`src/rtl/line_buf_pkg.sv`:
```
package line_buf_pkg;

    // --------------------------------------------------
    // widths
    // --------------------------------------------------
    // one feature word
    localparam int pixel_w = 32;
    // feature buffer, 1024 words
    localparam int ifm_aw  = 10;
    // one row buffer, 64 words
    localparam int row_aw  = 6;
    // image width and height
    localparam int dim_w   = 4;
    // channel count
    localparam int chn_w   = 3;

    // --------------------------------------------------
    // vector types
    // --------------------------------------------------
    typedef logic [pixel_w-1:0] pixel_t;
    typedef logic [ifm_aw-1:0]  ifm_addr_t;
    // col * channels + chn inside one row
    typedef logic [row_aw-1:0]  row_addr_t;
    typedef logic [dim_w-1:0]   dim_t;
    typedef logic [chn_w-1:0]   chn_t;

    // role of one row RAM inside the three-row window
    typedef enum logic [1:0] {
        role_above,
        role_center,
        role_below
    } row_role_t;

    // prefill of the first image row
    typedef enum logic {
        pf_idle,
        pf_run
    } prefill_state_t;

endpackage

```
`src/rtl/window_select.sv`:
```
module window_select
    import line_buf_pkg::*;
(
    input  logic      window_valid_int,
    input  logic      first_row_int,
    input  logic      last_row_int,
    input  pixel_t    row0_data,
    input  pixel_t    row1_data,
    input  pixel_t    row2_data,
    input  row_role_t role0,
    input  row_role_t role1,
    input  row_role_t role2,
    input  pixel_t    ifm_data,
    output logic      window_valid,
    output pixel_t    window_above,
    output pixel_t    window_center,
    output pixel_t    window_below
);

    pixel_t above_sel;
    pixel_t center_sel;

    // exactly one RAM holds each role
    always_comb begin
        above_sel  = '0;
        center_sel = '0;
        if (role0 == role_above) begin
            above_sel = row0_data;
        end else if (role1 == role_above) begin
            above_sel = row1_data;
        end else if (role2 == role_above) begin
            above_sel = row2_data;
        end
        if (role0 == role_center) begin
            center_sel = row0_data;
        end else if (role1 == role_center) begin
            center_sel = row1_data;
        end else if (role2 == role_center) begin
            center_sel = row2_data;
        end
    end

    assign window_valid  = window_valid_int;
    // zero padding at top and bottom
    assign window_above  = (window_valid_int && !first_row_int) ? above_sel : '0;
    assign window_center = window_valid_int ? center_sel : '0;
    // below word comes straight from the feature buffer
    assign window_below  = (window_valid_int && !last_row_int) ? ifm_data : '0;

endmodule

```
`config.mk`:
```
export PLATFORM = sky130hd
export DESIGN_NAME = window_select
export DESIGN_NICKNAME = d
export VERILOG_FILES = /design/src/rtl/line_buf_pkg.sv /design/src/rtl/window_select.sv
export SDC_FILE = /design/constraint.sdc
export NUM_CORES = 1
export LEC_CHECK = 0
export BUFFER_PORTS_ARGS = -buffer_cell sky130_fd_sc_hd__buf_2
export CAP_MARGIN = 20
export CORE_AREA = 3 3 89 91
export DETAILED_ROUTE_END_ITERATION = 10
export DIE_AREA = 0 0 92 94
export PLACE_DENSITY = 0.66
export SYNTH_ARGS = -nofsm -noshare
export SYNTH_HDL_FRONTEND = slang
export SYNTH_SLANG_ARGS = --single-unit
export TNS_END_PERCENT = 10
```
`constraint.sdc`:
```
create_clock -name vclk -period 1
set_clock_uncertainty 0.1 [all_clocks]
set_input_delay 0.15 -clock vclk [all_inputs]
set_output_delay 0.15 -clock vclk [all_outputs]
set_load 0.02 [all_outputs]
```
==> qor.csv <==
stage,metric,value,unit
placed_design,DP Area,4441,um^2
route,Routed WL per cell,20.27,um
hold_path,hold path start,ifm_data[12],
sta,slew of the pin with the lowest slew margin,0.4115,ns
grt,met3 Use GR,0.04888,
critical_path,critical path class,primary input to output port,
placed_design,gpl congestion,0.8989,
yosys,Avg Synthesized Cell Area,5.180,um^2
hold_path,Hold Path End,window_below[12],
final_layout,register area,0,um^2
grt,busiest grt layer,met2,
power_and_ir_drop,Leak,2.076,nW
die,die area,8648,um^2
die,Die Wd,92,um
yosys,Unique masters post-synth,14,
final_layout,"commonest cells after routing, fill and taps aside","buf_2 (148), buf_6 (81), a31oi_4 (62)",
yosys,share of the synthesized area in the top cell type,0.2254,
final_layout,"commonest non-fill, non-tap cell in the layout",buf_2,
clock_network,CTS hold repair buffers,0,
placed_design,dpl cells,677,
route,DR iter-0 viols,129,
grt,vias in the first global route,3893,
sta,Final Slew Violations,0,
grt,first-pass GRT wire length,19960,um
critical_path,Worst Setup SP,role0[1],
outcome,failing checks,setup timing,
critical_path,"Max FO, Critical Path",25,
hold_path,Hold WC Path Type,primary input to output port,
grt,Global Route met1 Usage,0.3036,
final_layout,Post-layout nets,733,
final_layout,sequential cells,0,
die,Core Footprint,7214,um^2
power_and_ir_drop,sequential power share,0,
final_layout,share of cells above drive strength 1,0.7290,
sta,period utilisation layout,1.447,
power_and_ir_drop,clock share of power,0,
sta,Hold Fails Final Rpt,0,
yosys,largest cells by area after synthesis,"a31oi_1 (23%), nand3_1 (18%), o21ai_0 (18%)",
yosys,Yosys warning count,0,
power_and_ir_drop,total power,2.539,mW
power_and_ir_drop,Comb power frac,1.000,
yosys,syn_nets,480,
power_and_ir_drop,Peak supply drop,308.0,uV
critical_path,CP Capture Type,output port,
final_layout,Final Cell Area,5415,um^2
critical_path,crit path launch type,primary input,
sta,highest clock rate,691.1,MHz
sta,final worst setup slack,-0.4469,ns
placed_design,DP Wirelength,9395,um
placed_design,Buffers on Ports,234,
die,# rows,31,
route,DRC,0,
route,final wirelength,14090,um
yosys,Mapped Area,1777,um^2
die,# IOs,234,
sta,unrepaired setup endpoints after global routing,true,
sta,Slew HR,0.7227,
power_and_ir_drop,Switch Pwr,1.360,mW
final_layout,fillcell total,519,
route,Vias/cell,5.671,
grt,total gr overflow,0,
final_layout,"Cell Count, Final, Fillers Out",695,
die,die height,94,um
final_layout,clock buf count,0,
route,drt pass-1 iters,5,
grt,initial antenna violation count,2,
yosys,sequential fraction of the synthesis area,0,
grt,All-Layer GR Usage,0.2826,
critical_path,WP data arrival,1.20,ns
grt,largest net degree at the start of global routing,33,
route,Vias,3941,
sta,min Tclk post-route,1.447,ns
grt,met2 GRT Util,0.5389,
power_and_ir_drop,P_int,1.179,mW
route,Post-DRT Antenna Nets,0,
yosys,"area leader, netlist",a31oi_1,
final_layout,post-synthesis to final-layout area growth,204.8,%
power_and_ir_drop,switching portion of total power,0.5355,
sta,final setup fails,96,
yosys,Mapped Cells,343,
job,max_cap viols,0,
power_and_ir_drop,Pwr per Cell Area,468.9,nW/um^2
hold_path,hold path depth,3,
critical_path,WP data required,0.75,ns
die,Initial Utilization,0.2463,
outcome,status,"finished, violations left",
[cell families after synthesis]
kind of cell | Yosys count | synth area share
simple gates | 170 | 0.4634
compound gates | 128 | 0.4056
buf+inv | 45 | 0.1310
[worst max-delay path by stage]
stage	endpoint	slack (ns)	cells after the start
4_1_cts	window_above[17]	-0.42	7
3_5_place_dp	window_above[26]	-0.48	6
2_1_floorplan	window_above[10]	-0.19	4
6_report	window_center[6]	-0.45	6
5_1_grt	window_center[6]	-0.47	6
3_3_place_gp	window_above[31]	-0.45	6
[cell type report]
| cell class | count | area, um^2 | area share |
|---|---|---|---|
| timing repair buffer | 295 | 2471 | 0.4563 |
| tap | 99 | 123.9 | 0.02287 |
| antenna | 2 | 5.005 | 0.0009242 |
| multi-input combinational | 299 | 2815 | 0.5199 |
[critical path: stages]
cell      delay (ns)
buf_6           0.10
nand2b_4        0.16
buf_12          0.18
o21ai_0         0.37
a31oi_4         0.05
buf_4           0.17
[Yosys cell counts, drive strengths merged]
cell    count
nor2b       2
and2b       2
nand2b      2
o21ai      64
nand3      64
nor2        2
buf        37
and2       32
clkbuf      8
or2         2
nand2      64
a31oi      64
[power groups by stage]
stage	clock, mW	combinational (mW)	sequential, mW
3_3_place_gp	0	2.01	0
2_1_floorplan	0	1.23	0
3_5_place_dp	0	2.03	0
5_1_grt	0.000000267	2.66	0
4_1_cts	0	2.32	0
6_report	0.000000268	2.54	0
[per-stage QoR]
stage               setup WS (ns)  hold slack, ns    util  TNS [ns]
CTS                       -0.4189          0.5167  0.6944    -33.35
finish                    -0.4469          0.5125  0.7506    -33.14
detailed placement        -0.4790          0.5194  0.6155    -37.89
global placement          -0.4517          0.5200  0.6155    -36.88
global route              -0.4674          0.5165  0.7506    -36.27
floorplan                 -0.1934          0.3126       -    -11.91
[per-layer routing]
layer  share of wire  wire length [um]
met5               0                 0
met4           0.041               579
met3           0.082              1160
met2            0.53              7462
met1            0.35              4883
[repair_timing]
action                     in CTS  in global routing
buffers inserted                4                  1
gates resized for setup       139                107
setup endpoints to repair      96                 96
pin swaps                       5                 26
gates cloned                    7                  4
No activity file was read; power rests on OpenSTA's default activity.
