[config.mk]
export PLATFORM = sky130hd
export DESIGN_NAME = window_addr_gen
export DESIGN_NICKNAME = d
export VERILOG_FILES = /design/src/rtl/line_buf_pkg.sv /design/src/rtl/window_addr_gen.sv
export SDC_FILE = /design/constraint.sdc
export NUM_CORES = 1
export LEC_CHECK = 0
export BUFFER_PORTS_ARGS = -buffer_cell sky130_fd_sc_hd__clkbuf_2
export CORE_MARGIN = 10
export CORE_UTILIZATION = 63
export CTS_BUF_LIST = sky130_fd_sc_hd__clkbuf_8
export DETAILED_ROUTE_END_ITERATION = 12
export GPL_TIMING_DRIVEN = 1
export PLACE_DENSITY = 0.9
export SKIP_CTS_REPAIR_TIMING = 1
export SYNTH_ARGS = -nofsm -noshare
export SYNTH_HDL_FRONTEND = slang
export SYNTH_SLANG_ARGS = --single-unit
[constraint.sdc]
create_clock -name clk -period 2.37 [get_ports clk]
set_clock_uncertainty 0.2 [all_clocks]
set_input_delay 0.1185 -clock clk [delete_from_list [all_inputs] [get_ports clk]]
set_output_delay 0.1185 -clock clk [all_outputs]
set_load 0.03 [all_outputs]
[src/rtl/line_buf_pkg.sv]
package line_buf_pkg;

    // --------------------------------------------------
    // widths
    // --------------------------------------------------
    // one feature word
    localparam int pixel_w = 32;
    // feature buffer, 1024 words
    localparam int ifm_aw  = 10;
    // one row buffer, 64 words
    localparam int row_aw  = 6;
    // image width and height
    localparam int dim_w   = 4;
    // channel count
    localparam int chn_w   = 3;

    // --------------------------------------------------
    // vector types
    // --------------------------------------------------
    typedef logic [pixel_w-1:0] pixel_t;
    typedef logic [ifm_aw-1:0]  ifm_addr_t;
    // col * channels + chn inside one row
    typedef logic [row_aw-1:0]  row_addr_t;
    typedef logic [dim_w-1:0]   dim_t;
    typedef logic [chn_w-1:0]   chn_t;

    // role of one row RAM inside the three-row window
    typedef enum logic [1:0] {
        role_above,
        role_center,
        role_below
    } row_role_t;

    // prefill of the first image row
    typedef enum logic {
        pf_idle,
        pf_run
    } prefill_state_t;

endpackage

[src/rtl/window_addr_gen.sv]
module window_addr_gen
    import line_buf_pkg::*;
(
    input  logic      clk,
    input  logic      rstn,
    input  logic      sync_start,
    input  logic      scan_valid,
    input  dim_t      scan_row,
    input  dim_t      scan_col,
    input  chn_t      scan_chn,
    input  dim_t      img_width,
    input  dim_t      img_height,
    input  chn_t      img_channels,
    output logic      ifm_rd_en,
    output ifm_addr_t ifm_rd_addr,
    output logic      lookup_valid,
    output row_addr_t lookup_offset,
    output logic      lookup_first_row,
    output logic      lookup_last_row,
    output logic      lookup_row_end,
    output logic      prefill_wr,
    output row_addr_t prefill_offset,
    output logic      prefill_last
);

    prefill_state_t pf_state;
    row_addr_t      pf_cnt;
    // prefill read in flight, one stage ahead of prefill_wr
    logic           pf_rd_q;
    logic           pf_last_q;

    row_addr_t      row_stride;
    row_addr_t      elem_offset;
    ifm_addr_t      scan_addr;
    logic           pf_at_end;
    logic           is_first_row;
    logic           is_last_row;
    logic           is_row_end;

    // --------------------------------------------------
    // address arithmetic
    // --------------------------------------------------
    // words per image row
    assign row_stride  = row_addr_t'(img_width) * row_addr_t'(img_channels);
    assign elem_offset = row_addr_t'(scan_col) * row_addr_t'(img_channels)
                       + row_addr_t'(scan_chn);
    // fetch the element one row below the scanned one
    assign scan_addr   = (ifm_addr_t'(scan_row) + ifm_addr_t'(1)) * ifm_addr_t'(row_stride)
                       + ifm_addr_t'(elem_offset);

    assign pf_at_end    = (pf_cnt == row_stride - row_addr_t'(1));
    assign is_first_row = (scan_row == '0);
    assign is_last_row  = (scan_row == img_height - dim_t'(1));
    assign is_row_end   = (scan_col == img_width - dim_t'(1))
                       && (scan_chn == img_channels - chn_t'(1));

    // --------------------------------------------------
    // prefill FSM and tag registers
    // --------------------------------------------------
    always_ff @(posedge clk or negedge rstn) begin
        if (!rstn) begin
            pf_state         <= pf_idle;
            pf_cnt           <= '0;
            pf_rd_q          <= 1'b0;
            pf_last_q        <= 1'b0;
            ifm_rd_en        <= 1'b0;
            lookup_valid     <= 1'b0;
            lookup_first_row <= 1'b0;
            lookup_last_row  <= 1'b0;
            lookup_row_end   <= 1'b0;
            prefill_wr       <= 1'b0;
            prefill_last     <= 1'b0;
        end else begin
            // second prefill stage, lines up with the buffer read data
            prefill_wr       <= pf_rd_q & ~sync_start;
            prefill_last     <= pf_rd_q & pf_last_q & ~sync_start;
            // flags only matter when lookup_valid is set
            lookup_first_row <= is_first_row;
            lookup_last_row  <= is_last_row;
            lookup_row_end   <= is_row_end;
            if (sync_start) begin
                pf_state     <= pf_run;
                pf_cnt       <= '0;
                pf_rd_q      <= 1'b0;
                pf_last_q    <= 1'b0;
                ifm_rd_en    <= 1'b0;
                lookup_valid <= 1'b0;
            end else if (pf_state == pf_run) begin
                // one row-0 word per cycle from address 0
                pf_cnt       <= pf_cnt + row_addr_t'(1);
                pf_rd_q      <= 1'b1;
                pf_last_q    <= pf_at_end;
                ifm_rd_en    <= 1'b1;
                lookup_valid <= 1'b0;
                if (pf_at_end) begin
                    pf_state <= pf_idle;
                end
            end else begin
                pf_rd_q      <= 1'b0;
                pf_last_q    <= 1'b0;
                // nothing below the last row
                ifm_rd_en    <= scan_valid & ~is_last_row;
                lookup_valid <= scan_valid;
            end
        end
    end

    // addresses and offsets
    always_ff @(posedge clk) begin
        if (pf_state == pf_run) begin
            ifm_rd_addr <= ifm_addr_t'(pf_cnt);
        end else begin
            ifm_rd_addr <= scan_addr;
        end
        lookup_offset  <= elem_offset;
        // prefill reads stay below one row stride
        prefill_offset <= row_addr_t'(ifm_rd_addr);
    end

endmodule

==> results.txt, run 1 <==
Comb power frac: 68.7%
Pint: 2580 µW
DP HPWL: 7.35 mm
layout cell share with drive strength beyond 1: 39.4%
Leakage: 0.00225 µW
largest family of logic cells by synthesized area: adder cells
max cap viols: 0
Clk Latency, worst-skew pair: 310 ps
crit path DAT: 5230 ps
total gr overflow: 0
TritonCTS clock tree: done
Avg Cell Area, Syn: 9.69 µm²
Clock power frac: 14.7%
Antenna Cells: 0
Final min period: 5220 ps
Cell Pwr Density: 1040 nW/µm²
status: finished, violations left
worst slew pin tran: 642 ps
r2r worst-path depth: 4
Register Area: 841 µm²
Bufs and invs on worst path: 8
post-route cell area: 4480 µm²
sequential share of the synthesized area: 26.4%
# DRC: 0
Final period util: 220%
Net Switching: 2100 µW
Hold WC Path Type: in2reg
vias in the first global route: 3233
TNS Setup: -19820 ps
Worst setup SP type: primary input
multiplexer area fraction after synthesis: 2.08%
adder-cell share of the synthesized area: 30.8%
Area Growth Syn to Fin: 40.4%
Worst R2R Start: pf_cnt[2]
initial antenna violation count: 0
Distinct cells, synth: 46
Largest stage delay, worst path: 520 ps
Reg power frac: 16.6%
RD Place Congestion: 0.901
post-layout util: 93.0%
Post-Syn Area: 3190 µm²
final wirelength: 13.6 mm
nets: 536
CTS sink cnt: 38
clock-pin transition on the worst setup and hold timing paths: 100 ps
Pre-antenna DRT Iters: 5
compound-cell area share of the yosys netlist: 6.55%
FF-to-FF End: pf_state
ys flop type: dfxtp_1
Final Hold Fails: 0
flop2flop setup slack: 430 ps
Die Wd: 91.2 µm
Crit Path Category: in2reg
placed inst area: 3970 µm²
largest net degree at the start of global routing: 17
Die H: 91.2 µm
vias per inst: 6.46
RSZ-0062 raised after global routing: true
area of the multi-input gates: 2440 µm²
post-route setup slack: -2850 ps
Setup-failing EPs final: 12
WHS: 36.0 ps
CP Cell Sequence: buf_6, nand2_2, fa_1, inv_1, fa_2, fa_2, a21o_1, a21oi_2, xor2_1, inv_1, fa_1, inv_1, fa_1, inv_1, fa_1, inv_1, ha_1, inv_1, buf_4, o21bai_2, a21oi_2, mux2_4
drt first-iter violations: 389
Post-synth EDFFs: 0
Post-Synth XOR/XNOR Area: 11.8%
core area: 4820 µm²
Layout Cells excl Fill: 514
crit-path most repeated cell: inv_1
Fill cells: 165
io pins: 55
# rows: 25
die area: 8310 µm²
CP endpoint kind: register
CTS Root Cell: clkbuf_8
syn_nets: 419
Sw Share: 44.8%
yosys warns: 0
placed cells: 497
simple-gate share of the synthesized area: 15.6%
Post-Synthesis Cells: 329
CTS Buf Count: 5
Required @ worst endpoint: 2380 ps
H-tree Lvls: 2
Critical Path Slowest Stage Cell: fa_1
worst hold start: img_width[1]
failing checks: setup timing
Port Buf Inserts: 54
Peak VDD IR: 0.798 mV
Worst Path Max Fanout: 2
Async SR Flop Fraction: 42.1%
Antenna Violating Nets Remaining: 0
Vias: 3322
Hold Path Cell Cnt: 3
Routed WL per cell: 26.5 µm
Max Fclk: 0.192 GHz
initial core utilization: 66.2%
#FFs+latches synth: 38
GRT Resource Usage Total: 22.2%
first-pass GRT wire length: 15.0 mm
Hold Path End: lookup_row_end
relative slew slack: 56.1%
Max Slew Vio Count: 0
critical path's top delay family: adder cells
CTS Buffer Depth: 2
==> layer usage <==
metal / wire [µm] / global-route usage [%] / up-vias
met5: 0 / 0 / -
met4: 1390 / 11.2 / 0
met3: 1260 / 3.79 / 127
met2: 6400 / 42.8 / 322
met1: 4580 / 22.2 / 1575
li1: - / - / 1298
==> worst register-to-register path, stage by stage (launching register included) <==
cell,delay [ps]
dfrtp_1,500
xor2_1,280
xnor2_1,200
nand4_1,260
o32a_1,390
==> cells in the mapped netlist (2+ instances only) <==
library cell,count,area [µm²]
a21o_1,3,22.5
a211oi_1,4,30.0
clkbuf_1,4,15.0
dfxtp_1,22,440
nor3_1,2,10.0
a21oi_1,9,45.0
mux2_1,5,56.3
nand2_1,26,97.6
buf_6,2,22.5
and2_1,15,93.8
nand4_1,5,31.3
nand3_1,4,20.0
xnor2_1,26,228
ha_1,40,500
xor2_1,17,149
and2_2,4,30.0
nor2b_1,5,31.3
and3_1,2,12.5
o21ai_1,3,15.0
nor2_1,23,86.3
dfrtp_1,16,400
inv_1,42,158
nor4_1,2,12.5
fa_1,24,480
nor3b_1,2,15.0
o21bai_1,2,15.0
==> power groups by stage <==
stage               clock network, µW  logic, µW  registers, µW
floorplan                           0       1270            910
global placement                    0       1950            771
CTS                               671       2210            766
detailed placement                  0       2150            777
finish                            690       3210            775
global route                      704       3320            778
==> area by class of cell <==
class	instances	area share [%]
clock inverters	3	1.54
repair buffers	118	18.1
inverters	43	3.60
flip-flops and latches	38	18.8
well taps	67	1.87
clock buffers	5	1.54
multi-input cells	240	54.5
==> cells in the final DEF, fill, tap and decap left out, drive strengths merged, types with 2 or more instances in the layout <==
cell,count
a2111oi,2
a211oi,4
a21o,3
a21oi,9
and2,19
and3,2
buf,63
bufinv,2
clkbuf,54
dfrtp,16
dfxtp,22
dlygate4sd3,6
fa,24
ha,40
inv,43
mux2,5
nand2,26
nand3,4
nand4,5
nor2,24
nor2b,5
nor3,2
nor3b,2
nor4,2
o21ai,4
o21bai,2
or4,2
xnor2,26
xor2,17
==> flip-flops by register name (all words and copies together) (netlist names), 6 cells and up <==
register and flops:
pf_cnt 6, ifm_rd_addr 10, lookup_offset 6, prefill_offset 6
==> per-stage QoR <==
stage / power [µW] / worst slack [ps]
floorplan: 2180 / -2660
global placement: 2720 / -2790
detailed placement: 2920 / -3050
CTS: 3650 / -2760
global route: 4800 / -2920
finish: 4680 / -2850
==> worst max-delay path by stage <==
stage                                from             end  slack (ps)  cells after the start
after global placement    img_channels[2]  ifm_rd_addr[8]       -2790                     20
after floorplan           img_channels[2]  ifm_rd_addr[9]       -2660                     22
after CTS                     scan_col[0]  ifm_rd_addr[9]       -2760                     22
after detailed placement      scan_col[0]  ifm_rd_addr[9]       -3050                     22
final                         scan_col[1]  ifm_rd_addr[8]       -2850                     22
after global routing          scan_col[1]  ifm_rd_addr[8]       -2920                     22
==> cells by family (layout without fill, tap and decap cells) <==
logic type	Yosys count	in the layout
AND/OR/NAND/NOR	97	97
adder cells (fa/ha/maj)	64	64
buffers and inverters	51	169
XOR/XNOR	43	43
flip-flops	38	38
AO/OA/AOI/OAI	30	30
multiplexers	6	6
No activity file was read; power rests on OpenSTA's default activity.
==> run 2: changes to the inputs <==
RECOVER_POWER = 50   (was not set)
==> run 2 against run 1 <==
Compared with the run above:
- the run still ends with setup timing left
- combinational power hardly changed
- global-route usage stayed put
- cell area is 0.36% lower
- cell count stayed put
- register-to-register slack worse by 30 ps
==> results.txt, run 2 (synthesized netlist as in run 1, its figures left out) <==
Antenna Cells: 0 (unchanged)
TNS Setup: -19560 ps (+263 ps)
Max Slew Vio Count: 0 (unchanged)
Place WS: -3050 ps (unchanged)
first-pass GRT wire length: 15.0 mm (unchanged)
Peak VDD IR: 0.795 mV (-0.32%)
CTS Buf Count: 5 (unchanged)
CTS sink cnt: 38 (unchanged)
Setup-failing EPs final: 12 (unchanged)
CP Cell Sequence: buf_8, nand2_4, fa_1, inv_1, fa_2, fa_2, a21o_1, a21oi_2, xor2_1, inv_1, fa_1, inv_1, fa_1, inv_1, fa_1, inv_1, ha_1, inv_1, buf_4, o21bai_2, a21oi_2, mux2_4
vias per inst: 6.49 (+0.45%)
largest net degree at the start of global routing: 17 (unchanged)
Final Hold Fails: 0 (unchanged)
nets: 536 (unchanged)
RSZ-0062 raised after global routing: true
vias in the first global route: 3233 (unchanged)
number of flip-flops under the largest register name: 10 (unchanged)
# DRC: 0 (unchanged)
DP HPWL: 7.35 mm (unchanged)
post-route setup slack: -2800 ps (+50.3 ps)
io pins: 55 (unchanged)
Fill cells: 174 (+5.5%)
Final min period: 5170 ps (-50.3 ps)
layout cell share with drive strength beyond 1: 36.5% (-2.9 points)
Pre-antenna DRT Iters: 5 (unchanged)
Antenna Violating Nets Remaining: 0 (unchanged)
die area: 8310 µm² (unchanged)
Pint: 2570 µW (-0.36%)
CTS Root Cell: clkbuf_8
GRT Resource Usage Total: 22.2% (unchanged)
Die Wd: 91.2 µm (unchanged)
TritonCTS clock tree: done
crit-path most repeated cell: inv_1
r2r worst-path depth: 4 (unchanged)
commonest non-fill, non-tap cell in the layout: buf_4
Worst Path Max Fanout: 2 (unchanged)
Crit Path Category: in2reg
FF-to-FF End: pf_state
placed inst area: 3970 µm² (unchanged)
Port Buf Inserts: 54 (unchanged)
Critical Path Slowest Stage Cell: fa_1
Sw Share: 44.8% (-0.052 points)
WHS: 39.8 ps (+3.76 ps)
post-route cell area: 4460 µm² (-0.36%)
Bufs and invs on worst path: 8 (unchanged)
Vias: 3337 (+0.45%)
initial antenna violation count: 0 (unchanged)
drt first-iter violations: 403 (+3.6%)
Final period util: 218% (-2.1 points)
core area: 4820 µm² (unchanged)
final wirelength: 13.6 mm (-0.24%)
CP endpoint kind: register
Comb power frac: 68.6% (about the same)
H-tree Lvls: 2 (unchanged)
failing checks: setup timing
Worst setup SP type: primary input
RD Place Congestion: 0.901 (unchanged)
Hold WC Path Type: in2reg
Cell Pwr Density: 1040 nW/µm² (about the same)
flop2flop setup slack: 400 ps (-30 ps)
critical path's top delay family: adder cells
Worst R2R Start: pf_cnt[2]
beginning of the critical path: scan_col[0]
Reg power frac: 16.6% (about the same)
initial core utilization: 66.2% (unchanged)
Area Growth Syn to Fin: 39.9%
worst slew pin tran: 874 ps (+232 ps)
Leakage: 0.00221 µW (-1.9%)
Net Switching: 2080 µW (-0.57%)
clock-pin transition on the worst setup and hold timing paths: 100 ps (about the same)
most frequent cells in the layout: buf_4, inv_1, clkbuf_2
Clk Latency, worst-skew pair: 310 ps (about the same)
crit path DAT: 5180 ps (-50 ps)
Crit path depth: 22 (unchanged)
total gr overflow: 0 (unchanged)
Top reg by flops: ifm_rd_addr
# rows: 25 (unchanged)
Routed WL per cell: 26.4 µm (-0.24%)
status: finished, violations left
Max Fclk: 0.193 GHz (+0.97%)
Required @ worst endpoint: 2380 ps (about the same)
CTS Buffer Depth: 2 (unchanged)
Largest stage delay, worst path: 530 ps (about the same)
relative slew slack: 41.7% (-14 points)
Clock power frac: 14.8% (about the same)
max cap viols: 0 (unchanged)
Die H: 91.2 µm (unchanged)
Setup crit end: ifm_rd_addr[8]
-- run 2: per-layer routing --
metal / track usage, % / share of wire, % / vias to the layer above / wire [µm]
met5: 0 / 0 / - / 0
met4: 11.2 / 10 / 0 / 1400
met3: 3.79 / 9.8 / 142 / 1330
met2: 42.8 / 47 / 346 / 6360
met1: 22.2 / 33 / 1551 / 4510
li1: - / - / 1298 / -
-- run 2: tightest hold or removal path, stage by stage --
cell and delay (ps):
clkbuf_2 120, or4_1 120, a2111oi_0 130
-- run 2: final cells by class --
type	instances	area, µm²	area share [%]
Timing Repair Buffer	118	796	17.8
Sequential cell	38	841	18.8
Tap cell	67	83.8	1.88
Multi-Input combinational cell	240	2440	54.7
Inverter	43	161	3.62
Clock buffer	5	68.8	1.54
Clock inverter	3	68.8	1.54
-- run 2: per-stage QoR --
stage / power, µW / utilization, % / cells
2_1_floorplan: 2180 / - / 329
3_3_place_gp: 2720 / 82.5 / 497
3_5_place_dp: 2920 / 82.5 / 497
4_1_cts: 3650 / 85.4 / 505
5_1_grt: 4790 / 92.6 / 514
6_report: 4660 / 92.6 / 514
-- run 2: worst min-delay path by stage --
stage	endpoint	from	depth (start not counted)	slack [ps]
after detailed placement	pf_cnt[1]	rstn	1	-140
final	lookup_row_end	img_width[1]	3	40
after global placement	ifm_rd_en	rstn	1	-150
after CTS	lookup_valid	rstn	1	-460
after global routing	lookup_row_end	img_width[1]	3	60
after floorplan	ifm_rd_en	rstn	0	-380
-- run 2: power groups by stage --
stage | Clock (µW) | Sequential (µW) | Combinational (µW)
finish | 689 | 773 | 3190
global route | 704 | 777 | 3310
CTS | 671 | 766 | 2210
detailed placement | 0 | 777 | 2150
global placement | 0 | 771 | 1950
floorplan | 0 | 910 | 1270
==> run 3: changes to the inputs <==
SKIP_CTS_REPAIR_TIMING = not set   (was 1)
==> run 3 against run 2 <==
Compared with the run above:
- the flow still finishes with violations (setup timing)
- core utilization rose by 1.6 points
- critical path depth did not move
- cell count is 1.4% higher
- cell area rose by 1.7%
- power is 3.9% higher
- clock power is essentially flat
- maximum frequency decreased by 4.9%
- sequential cell count is the same
- critical path type unchanged
==> results.txt, run 3 (synthesized netlist as in run 1, its figures left out) <==
final wirelength: 15.5 mm (+14%)
layout cell share with drive strength beyond 1: 39.0% (+2.5 points)
total gr overflow: 0 (unchanged)
number of flip-flops under the largest register name: 10 (unchanged)
# rows: 25 (unchanged)
Hold WC Path Type: in2reg
max cap viols: 0 (unchanged)
Peak VDD IR: 0.731 mV (-8.1%)
CTS sink cnt: 38 (unchanged)
Comb power frac: 69.6% (+1.0 points)
RD Place Congestion: 0.901 (unchanged)
Antenna Violating Nets Remaining: 0 (unchanged)
Pint: 2600 µW (+1.2%)
CTS Root Cell: clkbuf_8
initial core utilization: 66.2% (unchanged)
CP Cell Sequence: clkbuf_2, nand2_1, fa_1, inv_2, fa_1, fa_2, a21o_1, a21oi_2, xor2_1, inv_1, fa_1, inv_2, fa_1, inv_1, fa_1, inv_1, ha_1, inv_1, buf_4, o21bai_1, a21oi_2, mux2_4
Place WS: -3050 ps (unchanged)
largest net degree at the start of global routing: 17 (unchanged)
status: finished, violations left
GRT Resource Usage Total: 30.4% (+8.2 points)
Antenna Cells: 0 (unchanged)
TritonCTS clock tree: done
Max Slew Vio Count: 0 (unchanged)
DP HPWL: 7.35 mm (unchanged)
drt first-iter violations: 451 (+12%)
post-layout util: 94.2% (+1.6 points)
core area: 4820 µm² (unchanged)
Area Growth Syn to Fin: 42.3%
Fill cells: 152 (-13%)
vias per inst: 6.78 (+4.5%)
H-tree Lvls: 2 (unchanged)
Pre-antenna DRT Iters: 5 (unchanged)
RSZ-0062 raised after global routing: true
Clk Latency, worst-skew pair: 300 ps (about the same)
# DRC: 0 (unchanged)
initial antenna violation count: 0 (unchanged)
Leakage: 0.00226 µW (+2.1%)
failing checks: setup timing
Setup-failing EPs final: 15 (+3)
crit path DAT: 5420 ps (+240 ps)
Top reg by flops: ifm_rd_addr
Sw Share: 46.2% (+1.4 points)
Final period util: 229% (+11 points)
Worst setup SP type: primary input
post-route setup slack: -3060 ps (-264 ps)
Vias: 3533 (+5.9%)
Required @ worst endpoint: 2360 ps (-20 ps)
vias in the first global route: 3663 (+13%)
Worst Path Max Fanout: 3 (+1)
Layout Cells excl Fill: 521 (+1.4%)
Die Wd: 91.2 µm (unchanged)
Clock power frac: 14.2% (-0.6 points)
Crit Path Category: in2reg
Critical Path Slowest Stage Cell: fa_1
Cell Pwr Density: 1070 nW/µm² (+2.2%)
placed cells: 497 (unchanged)
crit-path most repeated cell: fa_1
Final Hold Fails: 0 (unchanged)
Bufs and invs on worst path: 8 (unchanged)
io pins: 55 (unchanged)
die area: 8310 µm² (unchanged)
nets: 543 (+1.3%)
critical path's top delay family: adder cells
commonest non-fill, non-tap cell in the layout: buf_4
Final min period: 5430 ps (+264 ps)
Routed WL per cell: 29.7 µm (+12%)
Max Fclk: 0.184 GHz (-4.9%)
Largest stage delay, worst path: 560 ps (+30 ps)
first-pass GRT wire length: 19.8 mm (+32%)
CTS Buf Count: 5 (unchanged)
Reg power frac: 16.3% (-0.3 points)
CP endpoint kind: register
Net Switching: 2240 µW (+7.3%)
Die H: 91.2 µm (unchanged)
most frequent cells in the layout: buf_4, clkbuf_2, inv_1
CTS Buffer Depth: 2 (unchanged)
clock-pin transition on the worst setup and hold timing paths: 80 ps (-20 ps)
relative slew slack: 42.8% (+1.1 points)
Port Buf Inserts: 54 (unchanged)
worst slew pin tran: 857 ps (-16.5 ps)
-- run 3: cell count changes in the layout (fill, tap and decap cells not counted), sizes merged --
cell         before  now
buf              63   66
clkbuf           54   56
dlygate4sd3       6    8
-- run 3: cell type report --
cell class                      count  area [µm²]  share of cell area, %
Clock buffer                        5        68.8                   1.52
Clock inverter                      3        68.8                   1.52
Inverter                           43         161                   3.56
Multi-Input combinational cell    240        2460                   54.2
Sequential cell                    38         841                   18.5
Tap cell                           67        83.8                   1.85
Timing Repair Buffer              125         855                   18.8
-- run 3: path summary, 6_finish.rpt --
| kind | from | end | slack, ps | depth (start not counted) |
|---|---|---|---|---|
| setup / recovery | img_channels[0] | ifm_rd_addr[8] | -3060 | 22 |
| hold / removal | scan_chn[1] | lookup_offset[1] | 80 | 3 |
| setup reg to reg | pf_cnt[2] | pf_state | 400 | 4 |
| min in group asynchronous | rstn | lookup_last_row | 240 | 2 |
| max in group asynchronous | rstn | pf_cnt[4] | 1200 | 2 |
| hold reg to reg | ifm_rd_addr[5] | prefill_offset[5] | 160 | 0 |
-- run 3: power by group through the flow --
stage	Combinational [µW]	Sequential, µW	Clock, µW
floorplan	1270	910	0
global placement	1950	771	0
detailed placement	2150	777	0
CTS	2620	766	671
global route	3460	786	724
finish	3370	787	686
-- run 3: through the flow --
| step | TNS, ps | hold slack, ps | total power, µW | area, µm² |
|---|---|---|---|---|
| 2_1_floorplan | -18380 | -377 | 2180 | 3280 |
| 3_3_place_gp | -20980 | -153 | 2720 | 3970 |
| 3_5_place_dp | -22940 | -141 | 2920 | 3970 |
| 4_1_cts | -18180 | 7.87 | 4060 | 4450 |
| 5_1_grt | -22830 | 62.0 | 4970 | 4540 |
| 6_report | -22230 | 83.3 | 4840 | 4540 |
-- run 3: tightest hold or removal path, cell delays in order --
cell and delay, ps:
clkbuf_2 130, ha_4 150, ha_4 150
-- run 3: metal layers --
metal  track usage (%)  share of wire (%)  routed length [µm]  vias up
met5                 0                  0                   0        -
met4              24.3                 12                1880        0
met3              7.24                 13                1980      193
met2              52.4                 45                6900      466
met1              31.0                 30                4710     1560
li1                  -                  -                   -     1314
-- run 3: repair_timing --
| item | CTS | global route |
|---|---|---|
| pin swaps | 23 | 14 |
| resized for setup | 35 | 31 |
| hold buffers | 8 | 0 |
| buffers inserted | 9 | 4 |
| hold endpoints to repair | 29 | 0 |
| setup endpoints to repair | 11 | 13 |
